$ cat config.mk
export PLATFORM = sky130hd
export DESIGN_NAME = asi_tx_top
export DESIGN_NICKNAME = d
export VERILOG_FILES = /design/src/asi_stream_pkg.sv /design/src/asi_code_pkg.sv /design/src/asi_stream_if.sv /design/src/ts_ingress.sv /design/src/asi_fifo.sv /design/src/asi_8b10b_encoder.sv /design/src/asi_line_tx.sv /design/src/asi_tx_top.sv
export VERILOG_INCLUDE_DIRS = /design/src
export SDC_FILE = /design/constraint.sdc
export NUM_CORES = 1
export LEC_CHECK = 0
export ABC_AREA = 1
export BUFFER_PORTS_ARGS = -buffer_cell sky130_fd_sc_hd__buf_2
export CAP_MARGIN = 10
export CORE_UTILIZATION = 55
export DETAILED_ROUTE_END_ITERATION = 6
export HOLD_SLACK_MARGIN = 0.08
export PLACE_DENSITY_LB_ADDON = 0.12
export SLEW_MARGIN = 20
export SYNTH_ARGS = -nofsm -noshare
export SYNTH_HDL_FRONTEND = slang
export SYNTH_SLANG_ARGS = --single-unit
$ cat constraint.sdc
create_clock -name clk -period 18.64 [get_ports clk]
set_input_delay 1.864 -clock clk [delete_from_list [all_inputs] [get_ports clk]]
set_output_delay 1.864 -clock clk [all_outputs]
set_load 0.01 [all_outputs]
$ cat src/asi_settings.svh
`ifndef ASI_SETTINGS_SVH
`define ASI_SETTINGS_SVH

//////////////////////////////////////////////////
// Buffering between ingress and line
//////////////////////////////////////////////////

// Symbol entries in the FIFO
`define ASI_FIFO_DEPTH 16

//////////////////////////////////////////////////
// MPEG transport stream framing
//////////////////////////////////////////////////

// Bytes per transport packet
`define ASI_TS_PACKET_LEN 188

// Value of the first byte of every packet
`define ASI_TS_SYNC 8'h47

`endif

$ cat src/asi_stream_pkg.sv
package asi_stream_pkg;

	//////////////////////////////////////////////////
	// Symbol stream payload
	//////////////////////////////////////////////////

	// One line symbol before encoding
	// kchar set means a control character
	// Data bytes from the transport stream always have kchar clear
	typedef struct packed {
		logic       kchar;
		logic [7:0] data;
	} asi_sym_t;

	// Width of one symbol, as stored in the FIFO
	localparam int unsigned ASI_SYM_W = $bits(asi_sym_t);

	// Number of bits of the plain data byte
	localparam int unsigned ASI_DATA_W = 8;

endpackage

$ cat src/asi_code_pkg.sv
package asi_code_pkg;

	import asi_stream_pkg::*;

	//////////////////////////////////////////////////
	// 8b10b line code
	//////////////////////////////////////////////////

	// Encoded group, bit a in bit 0 and bit j in bit 9
	// Bits leave the serializer from bit 0 upward
	typedef logic [9:0] code10_t;

	// Running disparity
	typedef enum logic {
		RD_NEG = 1'b0,
		RD_POS = 1'b1
	} rd_t;

	//////////////////////////////////////////////////
	// Comma character
	//////////////////////////////////////////////////

	// K28.5 as an unencoded symbol, sent when there is no data
	localparam asi_sym_t K28_5 = '{kchar: 1'b1, data: 8'hBC};

	// K28.5 code groups
	// a..j = 0011111010 for negative disparity
	localparam code10_t COMMA_RD_NEG = 10'b01_0111_1100;

	// a..j = 1100000101 for positive disparity
	localparam code10_t COMMA_RD_POS = 10'b10_1000_0011;

endpackage

$ cat src/asi_stream_if.sv
interface asi_stream_if
	import asi_stream_pkg::*;
();

	// Handshake pair
	logic     valid;
	logic     ready;

	// Payload
	asi_sym_t sym;

	// First byte of a transport packet
	logic     sop;

	// Side that offers symbols
	modport producer (output valid, output sym, output sop, input ready);

	// Side that takes symbols
	// Item moves on every edge with valid and ready high
	modport consumer (input valid, input sym, input sop, output ready);

endinterface

$ cat src/ts_ingress.sv
`include "asi_settings.svh"

module ts_ingress
	import asi_stream_pkg::*;
(
	input  logic           clk,
	input  logic           rst_n,
	input  logic           ts_valid,
	output logic           ts_ready,
	input  logic [7:0]     ts_data,
	output logic           sync_err,
	asi_stream_if.producer out
);

	localparam int unsigned POS_W = $clog2(`ASI_TS_PACKET_LEN);
	localparam logic [POS_W-1:0] POS_LAST = POS_W'(`ASI_TS_PACKET_LEN - 1);
	localparam logic [7:0] SYNC = `ASI_TS_SYNC;

	// Byte position inside the current packet
	logic [POS_W-1:0] pos;
	// Framing found, position is trusted
	logic             locked;
	// Previous packet start was already bad
	logic             miss;
	logic             accept;
	logic             is_sync;

	//////////////////////////////////////////////////
	// Byte path, straight to the FIFO
	//////////////////////////////////////////////////

	assign accept   = ts_valid && out.ready;
	assign is_sync  = (ts_data == SYNC);
	assign ts_ready = out.ready;
	assign out.valid = ts_valid;
	assign out.sym   = asi_sym_t'{kchar: 1'b0, data: ts_data};
	// Packet start by count when locked, by sync byte when hunting
	assign out.sop   = locked ? (pos == '0) : is_sync;

	//////////////////////////////////////////////////
	// Framing tracker
	//////////////////////////////////////////////////

	always_ff @(posedge clk) begin
		if (!rst_n) begin
			pos      <= '0;
			locked   <= 1'b0;
			miss     <= 1'b0;
			sync_err <= 1'b0;
		end else begin
			// One cycle pulse per bad packet start
			sync_err <= accept && locked && (pos == '0) && !is_sync;
			if (accept) begin
				if (!locked) begin
					// Hunting, restart the count at the sync byte
					if (is_sync) begin
						pos    <= POS_W'(1);
						locked <= 1'b1;
						miss   <= 1'b0;
					end
				end else begin
					pos <= (pos == POS_LAST) ? '0 : pos + 1'b1;
					if (pos == '0) begin
						if (is_sync) begin
							miss <= 1'b0;
						end else if (miss) begin
							// Two bad starts in a row, go hunting
							locked <= 1'b0;
						end else begin
							miss <= 1'b1;
						end
					end
				end
			end
		end
	end

endmodule

$ cat src/asi_fifo.sv
`include "asi_settings.svh"

module asi_fifo
	import asi_stream_pkg::*;
(
	input  logic           clk,
	input  logic           rst_n,
	asi_stream_if.consumer wr,
	asi_stream_if.producer rd
);

	localparam int unsigned DEPTH = `ASI_FIFO_DEPTH;
	localparam int unsigned PTR_W = $clog2(DEPTH);
	localparam int unsigned CNT_W = $clog2(DEPTH + 1);

	// Storage, symbol and packet start side by side
	asi_sym_t         mem_sym [DEPTH];
	logic             mem_sop [DEPTH];

	logic [PTR_W-1:0] wr_ptr;
	logic [PTR_W-1:0] rd_ptr;
	logic [CNT_W-1:0] count;
	logic [CNT_W-1:0] count_nxt;
	logic             push;
	logic             pop;
	// Room for one more word
	logic             ready_q;

	function automatic logic [PTR_W-1:0] ptr_inc(input logic [PTR_W-1:0] p);
		return (p == PTR_W'(DEPTH - 1)) ? '0 : p + 1'b1;
	endfunction

	assign push     = wr.valid && ready_q;
	assign pop      = rd.valid && rd.ready;
	assign wr.ready = ready_q;

	// Read side shows the head word
	assign rd.valid = (count != '0);
	assign rd.sym   = mem_sym[rd_ptr];
	assign rd.sop   = mem_sop[rd_ptr];

	always_comb begin
		count_nxt = count;
		if (push && !pop) begin
			count_nxt = count + 1'b1;
		end else if (pop && !push) begin
			count_nxt = count - 1'b1;
		end
	end

	//////////////////////////////////////////////////
	// Pointers and fill level
	//////////////////////////////////////////////////

	always_ff @(posedge clk) begin
		if (!rst_n) begin
			wr_ptr  <= '0;
			rd_ptr  <= '0;
			count   <= '0;
			ready_q <= 1'b0;
		end else begin
			if (push) begin
				wr_ptr <= ptr_inc(wr_ptr);
			end
			if (pop) begin
				rd_ptr <= ptr_inc(rd_ptr);
			end
			count   <= count_nxt;
			// Back-pressure once every entry is taken
			ready_q <= (count_nxt != CNT_W'(DEPTH));
		end
	end

	always_ff @(posedge clk) begin
		if (push) begin
			mem_sym[wr_ptr] <= wr.sym;
			mem_sop[wr_ptr] <= wr.sop;
		end
	end

endmodule

$ cat src/asi_8b10b_encoder.sv
module asi_8b10b_encoder
	import asi_stream_pkg::*;
	import asi_code_pkg::*;
(
	input  logic     clk,
	input  logic     rst_n,
	input  logic     load,
	input  asi_sym_t sym,
	output code10_t  code
);

	// 5b6b groups for negative disparity, written abcdei, index EDCBA
	localparam logic [5:0] TBL_5B6B [32] = '{
		6'b100111, 6'b011101, 6'b101101, 6'b110001,
		6'b110101, 6'b101001, 6'b011001, 6'b111000,
		6'b111001, 6'b100101, 6'b010101, 6'b110100,
		6'b001101, 6'b101100, 6'b011100, 6'b010111,
		6'b011011, 6'b100011, 6'b010011, 6'b110010,
		6'b001011, 6'b101010, 6'b011010, 6'b111010,
		6'b110011, 6'b100110, 6'b010110, 6'b110110,
		6'b001110, 6'b101110, 6'b011110, 6'b101011
	};

	// 3b4b groups for negative disparity, written fghj, index HGF
	// Entry 7 is the primary D.x.P7
	localparam logic [3:0] TBL_3B4B [8] = '{
		4'b1011, 4'b1001, 4'b0101, 4'b1100,
		4'b1101, 4'b1010, 4'b0110, 4'b1110
	};

	rd_t        rd;
	rd_t        rd_mid;
	rd_t        rd_nxt;
	logic [4:0] x5;
	logic [2:0] y3;
	logic [5:0] blk6;
	logic [3:0] blk4;
	logic       alt7;
	code10_t    code_nxt;

	assign x5 = sym.data[4:0];
	assign y3 = sym.data[7:5];

	always_comb begin
		//////////////////////////////////////////////////
		// 5b6b sub-block
		//////////////////////////////////////////////////
		blk6   = TBL_5B6B[x5];
		rd_mid = rd;
		if ($countones(TBL_5B6B[x5]) != 3) begin
			if (rd == RD_POS) blk6 = ~blk6;
			rd_mid = rd_t'(~rd);
		end else if ((x5 == 5'd7) && (rd == RD_POS)) begin
			blk6 = ~blk6;
		end
		//////////////////////////////////////////////////
		// 3b4b sub-block
		//////////////////////////////////////////////////
		// A7 avoids a run of five equal bits
		alt7 = (rd_mid == RD_NEG) ? (x5 inside {5'd17, 5'd18, 5'd20}) :
		                            (x5 inside {5'd11, 5'd13, 5'd14});
		blk4   = ((y3 == 3'd7) && alt7) ? 4'b0111 : TBL_3B4B[y3];
		rd_nxt = rd_mid;
		if ($countones(blk4) != 2) begin
			if (rd_mid == RD_POS) blk4 = ~blk4;
			rd_nxt = rd_t'(~rd_mid);
		end else if ((y3 == 3'd3) && (rd_mid == RD_POS)) begin
			blk4 = ~blk4;
		end
		// Bit a to bit 0
		for (int k = 0; k < 6; k++) code_nxt[k] = blk6[5-k];
		for (int k = 0; k < 4; k++) code_nxt[6+k] = blk4[3-k];
		// Any control character goes out as K28.5, which flips disparity
		if (sym.kchar) begin
			code_nxt = (rd == RD_NEG) ? COMMA_RD_NEG : COMMA_RD_POS;
			rd_nxt   = rd_t'(~rd);
		end
	end

	always_ff @(posedge clk) begin
		if (!rst_n) begin
			code <= '0;
			rd   <= RD_NEG;
		end else if (load) begin
			code <= code_nxt;
			rd   <= rd_nxt;
		end
	end

endmodule

$ cat src/asi_line_tx.sv
module asi_line_tx
	import asi_stream_pkg::*;
	import asi_code_pkg::*;
(
	input  logic           clk,
	input  logic           rst_n,
	asi_stream_if.consumer in,
	output logic           asi_out
);

	localparam logic [3:0] CNT_LAST = 4'd9;

	// Bit time inside the current symbol
	logic [3:0] bit_cnt;
	// Symbol request slot
	logic       sym_slot;
	asi_sym_t   tx_sym;
	code10_t    enc_code;
	code10_t    shreg;

	//////////////////////////////////////////////////
	// Symbol scheduler
	//////////////////////////////////////////////////

	always_ff @(posedge clk) begin
		if (!rst_n) begin
			bit_cnt <= '0;
		end else begin
			bit_cnt <= (bit_cnt == CNT_LAST) ? '0 : bit_cnt + 1'b1;
		end
	end

	assign sym_slot = (bit_cnt == CNT_LAST);
	// Pop only in the request slot
	assign in.ready = sym_slot;
	// Comma fills the line when the FIFO is empty
	assign tx_sym   = in.valid ? in.sym : K28_5;

	asi_8b10b_encoder asi_8b10b_encoder_i (
		.clk  (clk),
		.rst_n(rst_n),
		.load (sym_slot),
		.sym  (tx_sym),
		.code (enc_code)
	);

	//////////////////////////////////////////////////
	// 10-to-1 serializer
	//////////////////////////////////////////////////

	// Takes the group encoded one slot earlier, bit a first
	always_ff @(posedge clk) begin
		if (!rst_n) begin
			shreg <= '0;
		end else if (sym_slot) begin
			shreg <= enc_code;
		end else begin
			shreg <= {1'b0, shreg[9:1]};
		end
	end

	assign asi_out = shreg[0];

endmodule

$ cat src/asi_tx_top.sv
module asi_tx_top (
	input  logic       clk,
	input  logic       rst_n,
	input  logic       ts_valid,
	output logic       ts_ready,
	input  logic [7:0] ts_data,
	output logic       asi_out,
	output logic       sync_err
);

	// Ingress to buffer
	asi_stream_if ing_to_fifo ();
	// Buffer to line
	asi_stream_if fifo_to_tx ();

	ts_ingress ts_ingress_i (
		.clk     (clk),
		.rst_n   (rst_n),
		.ts_valid(ts_valid),
		.ts_ready(ts_ready),
		.ts_data (ts_data),
		.sync_err(sync_err),
		.out     (ing_to_fifo.producer)
	);

	asi_fifo asi_fifo_i (
		.clk  (clk),
		.rst_n(rst_n),
		.wr   (ing_to_fifo.consumer),
		.rd   (fifo_to_tx.producer)
	);

	// Packet start marker stops here, the line has none
	asi_line_tx asi_line_tx_i (
		.clk    (clk),
		.rst_n  (rst_n),
		.in     (fifo_to_tx.consumer),
		.asi_out(asi_out)
	);

endmodule

==> results of run 1 <==
## metal layers
metal,vias to the layer above,track usage
li1,3047,-
met1,2889,0.312
met2,206,0.388
met3,33,0.0459
met4,2,0.0829
met5,-,0
## cells in the final DEF (no fill, tap or decap), types with 8 or more instances in the layout
cell type and count:
nor2_1 90, a22o_1 8, buf_2 13, nand3_1 98, xor2_1 8, nand2_1 244, o21ai_1 20, nand4_1 8
edfxtp_1 128, clkbuf_16 17, inv_1 90, o21ai_0 34, ha_1 23, o211ai_1 8, dfxtp_1 53, a21oi_1 21
## per-stage QoR
step | power [mW] | setup slack (ps)
floorplan | 0.544 | 12390
global placement | 0.567 | 11050
detailed placement | 0.573 | 10790
CTS | 0.937 | 10760
global route | 0.970 | 9950
finish | 0.935 | 10700
## cells by family after synthesis
family,synth area share
simple gates,0.231
flops,0.582
buf+inv,0.0644
compound gates,0.0692
fa+ha+maj,0.0434
xor+xnor,0.00931
mux,0.00118
## area by class of cell
class,instances,area share
flip-flops and latches,182,0.535
multi-input cells,601,0.326
clock buffers,18,0.0466
inverters,99,0.0404
well taps,184,0.0250
clock inverters,14,0.0186
repair buffers,15,0.00870
## report_power, final
part	leakage [nW]	internal, mW	total (mW)	switching [mW]
logic	1.80	0.0424	0.129	0.0864
clock network	0.286	0.212	0.368	0.156
registers	1.59	0.436	0.438	0.00233
total	3.68	0.690	0.935	0.244
## critical path: cells and delay by family (launching register included)
family | cells | cell delay (ps)
buffers and inverters | 9 | 1690
AOI/OAI and AO/OA | 3 | 470
DFF | 1 | 310
and+or+nand+nor | 20 | 2560
adders and majority gates | 8 | 2820
## worst paths after layout
path | cells after the start | start | slack (ps) | endpoint
setup / recovery | 40 | flip-flop | 10700 | asi_line_tx_i.asi_8b10b_encoder_i.code[6]
hold / removal | 2 | asi_line_tx_i.asi_8b10b_encoder_i.code[9] | 440 | asi_line_tx_i.shreg[9]
hold reg to reg | 2 | asi_line_tx_i.asi_8b10b_encoder_i.code[9] | 440 | asi_line_tx_i.shreg[9]
setup reg to reg | 40 | flip-flop | 10700 | asi_line_tx_i.asi_8b10b_encoder_i.code[6]
## sequential cells by signal, summed over array words and instances, names as in the netlist, named ones only
name	cells
ts_ingress_i.miss	1
asi_fifo_i.wr_ptr	4
asi_line_tx_i.asi_8b10b_encoder_i.code	10
asi_line_tx_i.bit_cnt	4
asi_line_tx_i.shreg	10
ts_ingress_i.sync_err	1
ts_ingress_i.pos	8
asi_line_tx_i.asi_8b10b_encoder_i.rd	1
ts_ingress_i.locked	1
asi_fifo_i.count	5
asi_fifo_i.wr.ready	1
asi_fifo_i.rd_ptr	4
asi_fifo_i.mem_sym	128
==> out/results.ini, run 1 <==
[timing]
worstMarginPinSlew_ps = 1060
fmax_mhz = 126
fin_crit_sh = 0.426
setup_viol = 0
rsz0062_at_grt = no
slew_headroom = 0.292
setup_tns_ps = 0
finalClockSkew_ps = 6.64
finalHoldViolCount = 0
slew_violations = 0
holdWs_ps = 438
timing.final.crit_period_ps = 7940

[finish]
seqCellArea_um2 = 4930
multi_input_area_um2 = 3000
drive_gt1_frac = 0.0700
nNetsFinal = 954
fill_cells = 1219
fin_cells = 1113
stdcell_area_um2 = 9210
area_growth_syn_to_layout_pct = 8.75
diodes = 0
postLayoutCoreUtil = 0.624

[worst_hold_path]
hold_path_class = flip-flop to flip-flop

[global_route]
grt_overflow = 0
antenna_found_initial = 1
grt_max_degree = 69
grt_pass1_vias = 6031
grt_pass1_wl_um = 29300
grtUsageTotal = 0.236

[synthesis]
synth_cell_types = 40
seq_area_frac_synth = 0.582
synth-edff-count = 128
synth_seq_cells = 182
synth_top_cell_area_share = 0.454
synthFlopType = edfxtp_1
synth_most_common_cell = nand2_1
synth_warnings = 0
synth_common_cells = 244 x nand2_1, 128 x edfxtp_1, 98 x nand3_1
synthTopCellsByArea = edfxtp_1 45%, dfxtp_1 13%, nand2_1 11%
avgSynthCellArea_um2 = 9.28
syn-num-nets = 951
async_flop_share = 0
synthCells = 913
synth_area_um2 = 8470
yosys.area.top_type = edfxtp_1

[place]
port_buffers = 13
gp_congestion = 0.880
dp_hpwl_um = 11600
dp_cells = 1081
place_area_um2 = 8610

[clocking]
clk_pin_slew_worst_paths_ps = 70
clockBufferDepth = 2
cts-root-buf = clkbuf_16
postCtsHoldBufs = 0
insertion_delay_ps = 430
post-cts-setup-buffers = 0
clock_sinks = 182
h-tree-depth = 4
cts_resized = 0
cts_buffers = 17
tritoncts = done

[die]
placementRows = 44
ios = 14
core_um2 = 14800
die_w_um = 126
start_util = 0.574
die_area_um2 = 15900
die_h_um = 126

[setup_path]
cp-start-kind = flip-flop
arrival_ps = 8310
crit_path_max_incr_delay_ps = 790
critPathKind = flip-flop to flip-flop
crit_top_cell = nand2_1
critPathRequiredTime_ps = 19010
cp_max_fo = 38
slowest_stage = clkinv_1
critPathCaptureType = flip-flop

[routing]
topRoutingLayerUsed = met5
final_antenna_net_count = 0
drt_iter0_drc = 565
route.met3.wl_um = 964
wl_met1_um = 7980
vias = 6177
routed_wl_um = 17700
drc = 0
via_per_inst = 5.55
wl_met2_um = 8320
routedWlPerCell_um = 15.9
drtPass1Iterations = 7

[pwr]
ir_drop_v = 0.0000918
p_per_area_nw_per_um2 = 102
p_leak_nw = 3.68

[run_status]
outcome = completed

[run]
max_cap_violations = 0

Power figures use the tool's default switching activity.
==> inputs of run 2 (changes only) <==
Clock period 18.64 ns to 7.4 ns, I/O delays scaled along.
==> out/results.ini, run 2 (synthesis results as in run 1) <==
[finish]
top_register = asi_fifo_i.mem_sym
fill_cells = 1218
layout_common_cells = 244 x nand2_1, 128 x edfxtp_1, 97 x nand3_1, 90 x nor2_1, 89 x inv_1
fin_cells = 1120
layout_commonest_cell = nand2_1
area_growth_syn_to_layout_pct = 9.21
diodes = 0
multi_input_area_um2 = 3010
largest_register_ff_count = 128
drive_gt1_frac = 0.0780
reg.largest.list = asi_fifo_i.mem_sym x128, asi_line_tx_i.asi_8b10b_encoder_i.code x10, asi_line_tx_i.shreg x10
seqCellArea_um2 = 4930
nNetsFinal = 961

[die]
ios = 14
placementRows = 44
die_w_um = 126
core_um2 = 14800
start_util = 0.574
die_area_um2 = 15900
die_h_um = 126

[timing]
holdWs_ps = 435
worst_slack_ps = 652
worstMarginPinSlew_ps = 923
timing.final.crit_period_ps = 6750
setup_viol = 0
fmax_mhz = 148
finalClockSkew_ps = 13.0
fin_crit_sh = 0.912
slew_headroom = 0.382
finalHoldViolCount = 0
rsz0062_at_grt = no
setup_tns_ps = 0
slew_violations = 0

[setup_path]
critPathCaptureType = flip-flop
reg2reg_slack_ps = 650
slowest_stage = fa_1
crit_end = asi_line_tx_i.asi_8b10b_encoder_i.code[8]
critPathKind = flip-flop to flip-flop
rr_worst_depth = 39
crit_top_cell = nand2_1
cp-start-kind = flip-flop
cp_max_fo = 34
crit_path_max_incr_delay_ps = 540
critPathRequiredTime_ps = 7710
arrival_ps = 7060
rr_endpoint = asi_line_tx_i.asi_8b10b_encoder_i.code[8]

[place]
place_ws_ps = 135
port_buffers = 13
gp_congestion = 0.897
dp_cells = 1087
dp_hpwl_um = 11800

[run_status]
outcome = completed

[global_route]
grt_pass1_wl_um = 29600
grt_pass1_vias = 6062
grtUsageTotal = 0.241
grt_overflow = 0
grt_max_degree = 68
antenna_found_initial = 0

[routing]
vias = 6143
drt_iter0_drc = 365
routedWlPerCell_um = 15.9
final_antenna_net_count = 0
via_per_inst = 5.48
drtPass1Iterations = 5
routed_wl_um = 17800
drc = 0

[clocking]
cts_resized = 0
clockBufferDepth = 2
clk_pin_slew_worst_paths_ps = 60
cts-root-buf = clkbuf_16
insertion_delay_ps = 430
postCtsHoldBufs = 0
tritoncts = done
h-tree-depth = 4
cts_buffers = 17
clock_sinks = 182
post-cts-setup-buffers = 0

[pwr]
switching_share = 0.264
seqPwrFrac = 0.486
clockPowerShare = 0.369
p_switching_mw = 0.600
intPower_mw = 1.67
p_leak_nw = 3.69
ir_drop_v = 0.000168
p_per_area_nw_per_um2 = 246
combPwrFrac = 0.145

[run]
max_cap_violations = 0

[worst_hold_path]
holdPathStages = 2
hold_path_class = flip-flop to flip-flop

-- run 2: cell types whose count changed in the layout (fill, tap and decap cells not counted), moves of 2 or more --
| cell | before | now |
|---|---|---|
| inv_8 | 2 | 0 |
| bufinv_16 | 3 | 1 |
| clkbuf_1 | 1 | 4 |
| buf_4 | 2 | 7 |
-- run 2: worst min path at each step --
| stage | start | endpoint | slack, ps |
|---|---|---|---|
| after global routing | asi_line_tx_i.asi_8b10b_encoder_i.code[9] | asi_line_tx_i.shreg[9] | 460 |
| after detailed placement | asi_line_tx_i.asi_8b10b_encoder_i.code[9] | asi_line_tx_i.shreg[9] | 420 |
| after CTS | asi_line_tx_i.asi_8b10b_encoder_i.code[9] | asi_line_tx_i.shreg[9] | 430 |
| after floorplan | asi_line_tx_i.shreg[9] | asi_line_tx_i.shreg[8] | 410 |
| final | asi_line_tx_i.asi_8b10b_encoder_i.code[9] | asi_line_tx_i.shreg[9] | 440 |
| after global placement | asi_line_tx_i.shreg[9] | asi_line_tx_i.shreg[8] | 410 |
-- run 2: stage by stage --
stage	utilization	cell area, um^2	power [mW]
2_1_floorplan	-	8470	1.37
3_3_place_gp	0.586	8650	1.43
3_5_place_dp	0.586	8650	1.45
4_1_cts	0.623	9190	2.28
5_1_grt	0.627	9250	2.38
6_report	0.627	9250	2.27
-- run 2: worst max-delay path, delay by kind of cell, from the launching register on --
kind,cells,cell delay [ps]
AO/OA/AOI/OAI,5,640
adder cells (fa/ha/maj),8,2900
AND/OR/NAND/NOR,19,2020
flip-flops,1,430
buffers and inverters,7,620
-- run 2: routing by layer --
| metal | global-route usage | wire length, um | vias to the layer above |
|---|---|---|---|
| met5 | 0 | 0 | - |
| met4 | 0.0900 | 325 | 0 |
| met3 | 0.0467 | 909 | 25 |
| met2 | 0.396 | 8370 | 150 |
| met1 | 0.318 | 8150 | 2905 |
| li1 | - | - | 3063 |
-- run 2: final cells by class --
| cell class | instances | area share |
|---|---|---|
| Clock buffer | 21 | 0.0476 |
| Clock inverter | 11 | 0.0110 |
| Inverter | 99 | 0.0407 |
| Multi-Input combinational cell | 601 | 0.326 |
| Sequential cell | 182 | 0.533 |
| Tap cell | 184 | 0.0249 |
| Timing Repair Buffer | 22 | 0.0176 |
-- run 2: power groups by stage --
stage / combinational (mW) / sequential (mW) / clock (mW)
after floorplan: 0.244 / 1.13 / 0
after global placement: 0.305 / 1.13 / 0
after detailed placement: 0.324 / 1.13 / 0
after CTS: 0.326 / 1.10 / 0.850
after global routing: 0.387 / 1.10 / 0.891
final: 0.329 / 1.10 / 0.840
==> inputs of run 3 (changes only) <==
Settings changed: CORE_MARGIN set to 5, CORE_UTILIZATION 55 to 54, PLACE_DENSITY set to 0.82, PLACE_DENSITY_LB_ADDON 0.12 to unset.
==> out/results.ini, run 3 (synthesis results as in run 1) <==
[run_status]
outcome = completed

[setup_path]
crit_top_cell = nand2_1
critPathCaptureType = flip-flop
cp_max_fo = 37
slowest_stage = fa_1
crit_path_max_incr_delay_ps = 540
cp-start-kind = flip-flop
arrival_ps = 7220
critPathRequiredTime_ps = 7770
critPathKind = flip-flop to flip-flop

[timing]
worstMarginPinSlew_ps = 1060
slew_violations = 0
timing.final.crit_period_ps = 6850
fin_crit_sh = 0.926
finalHoldViolCount = 0
setup_tns_ps = 0
finalClockSkew_ps = 10.3
fmax_mhz = 146
worst_slack_ps = 547
rsz0062_at_grt = no
slew_headroom = 0.294
setup_viol = 0

[routing]
drt_iter0_drc = 613
final_antenna_net_count = 0
drc = 0
drtPass1Iterations = 5
via_per_inst = 5.44
routed_wl_um = 17900
vias = 6242
routedWlPerCell_um = 15.6

[global_route]
grt_max_degree = 49
grt_pass1_wl_um = 29300
antenna_found_initial = 0
grt_pass1_vias = 6085
grt_overflow = 0
grtUsageTotal = 0.203

[clocking]
cts_buffers = 17
clk_pin_slew_worst_paths_ps = 60
postCtsHoldBufs = 0
cts-root-buf = clkbuf_16
tritoncts = done
h-tree-depth = 4
clockBufferDepth = 2
clock_sinks = 182
insertion_delay_ps = 430

[pwr]
p_leak_nw = 3.73
ir_drop_v = 0.000168
p_per_area_nw_per_um2 = 252

[finish]
nNetsFinal = 961
drive_gt1_frac = 0.0812
area_growth_syn_to_layout_pct = 10.3
top_register = asi_fifo_i.mem_sym
layout_commonest_cell = nand2_1
largest_register_ff_count = 128
layout_common_cells = 244 x nand2_1, 128 x edfxtp_1, 98 x nand3_1, 90 x inv_1, 89 x nor2_1
diodes = 0
reg.largest.list = asi_fifo_i.mem_sym x128, asi_line_tx_i.asi_8b10b_encoder_i.code x10, asi_line_tx_i.shreg x10
fill_cells = 1245

[die]
die_h_um = 135
core_um2 = 15300
start_util = 0.553
die_area_um2 = 18300
ios = 14
die_w_um = 135
placementRows = 45

[place]
dp_hpwl_um = 11700
port_buffers = 13
gp_congestion = 0.919
place_ws_ps = 371

[worst_hold_path]
hold_path_class = flip-flop to flip-flop

[run]
max_cap_violations = 0

==> run 3: cell count changes in the layout (fill, tap and decap cells not counted), sizes merged <==
cell	change
clkbuf	-3
inv	+2
bufinv	+2
buf	+1
clkinv	-2
==> run 3: cell type report <==
class	count	area, um^2	area share
flip-flops and latches	182	4930	0.527
multi-input cells	601	3020	0.323
clock buffers	19	433	0.0463
well taps	211	264	0.0283
clock inverters	13	169	0.0181
repair buffers	22	153	0.0163
inverters	99	382	0.0409
==> run 3: metal layers <==
metal	vias to the layer above	part of all wire	GRT usage	routed length, um
met5	-	0	0	0
met4	0	0.016	0.0728	283
met3	24	0.055	0.0360	979
met2	198	0.51	0.348	9150
met1	2961	0.42	0.258	7460
li1	3059	-	-	-
==> run 3: worst paths after layout <==
kind	depth (start not counted)	slack, ps	end	from
setup / recovery	38	550	asi_line_tx_i.asi_8b10b_encoder_i.code[6]	flip-flop
hold / removal	2	430	asi_line_tx_i.shreg[8]	asi_line_tx_i.shreg[9]
setup reg to reg	38	550	asi_line_tx_i.asi_8b10b_encoder_i.code[6]	flip-flop
hold reg to reg	2	430	asi_line_tx_i.shreg[8]	asi_line_tx_i.shreg[9]
==> run 3: metrics by stage <==
step,instances,util,area [um^2],power (mW),hold slack [ps]
after floorplan,913,-,8470,1.37,406
after global placement,1114,0.567,8680,1.43,414
after detailed placement,1114,0.567,8680,1.44,423
after CTS,1146,0.606,9290,2.35,438
after global routing,1147,0.610,9340,2.46,459
final,1147,0.610,9340,2.35,434
==> run 3: report_power, final <==
group / total [mW] / internal, mW / switching (mW) / leakage (nW)
sequential: 1.10 / 1.10 / 0.00584 / 1.59
combinational: 0.328 / 0.110 / 0.218 / 1.84
clock: 0.921 / 0.537 / 0.385 / 0.293
total: 2.35 / 1.74 / 0.609 / 3.73
==> run 3: worst max-delay path, delay by kind of cell, from the launching register on <==
family	cells	cell delay [ps]
fa+ha+maj	8	2830
flops	1	380
buf+inv	7	840
compound gates	3	370
simple gates	20	2320
==> run 3: repair_timing <==
item	4_1_cts	5_1_grt
resized for setup	0	10
buffers inserted	0	1
endpoints found under the setup margin	0	5
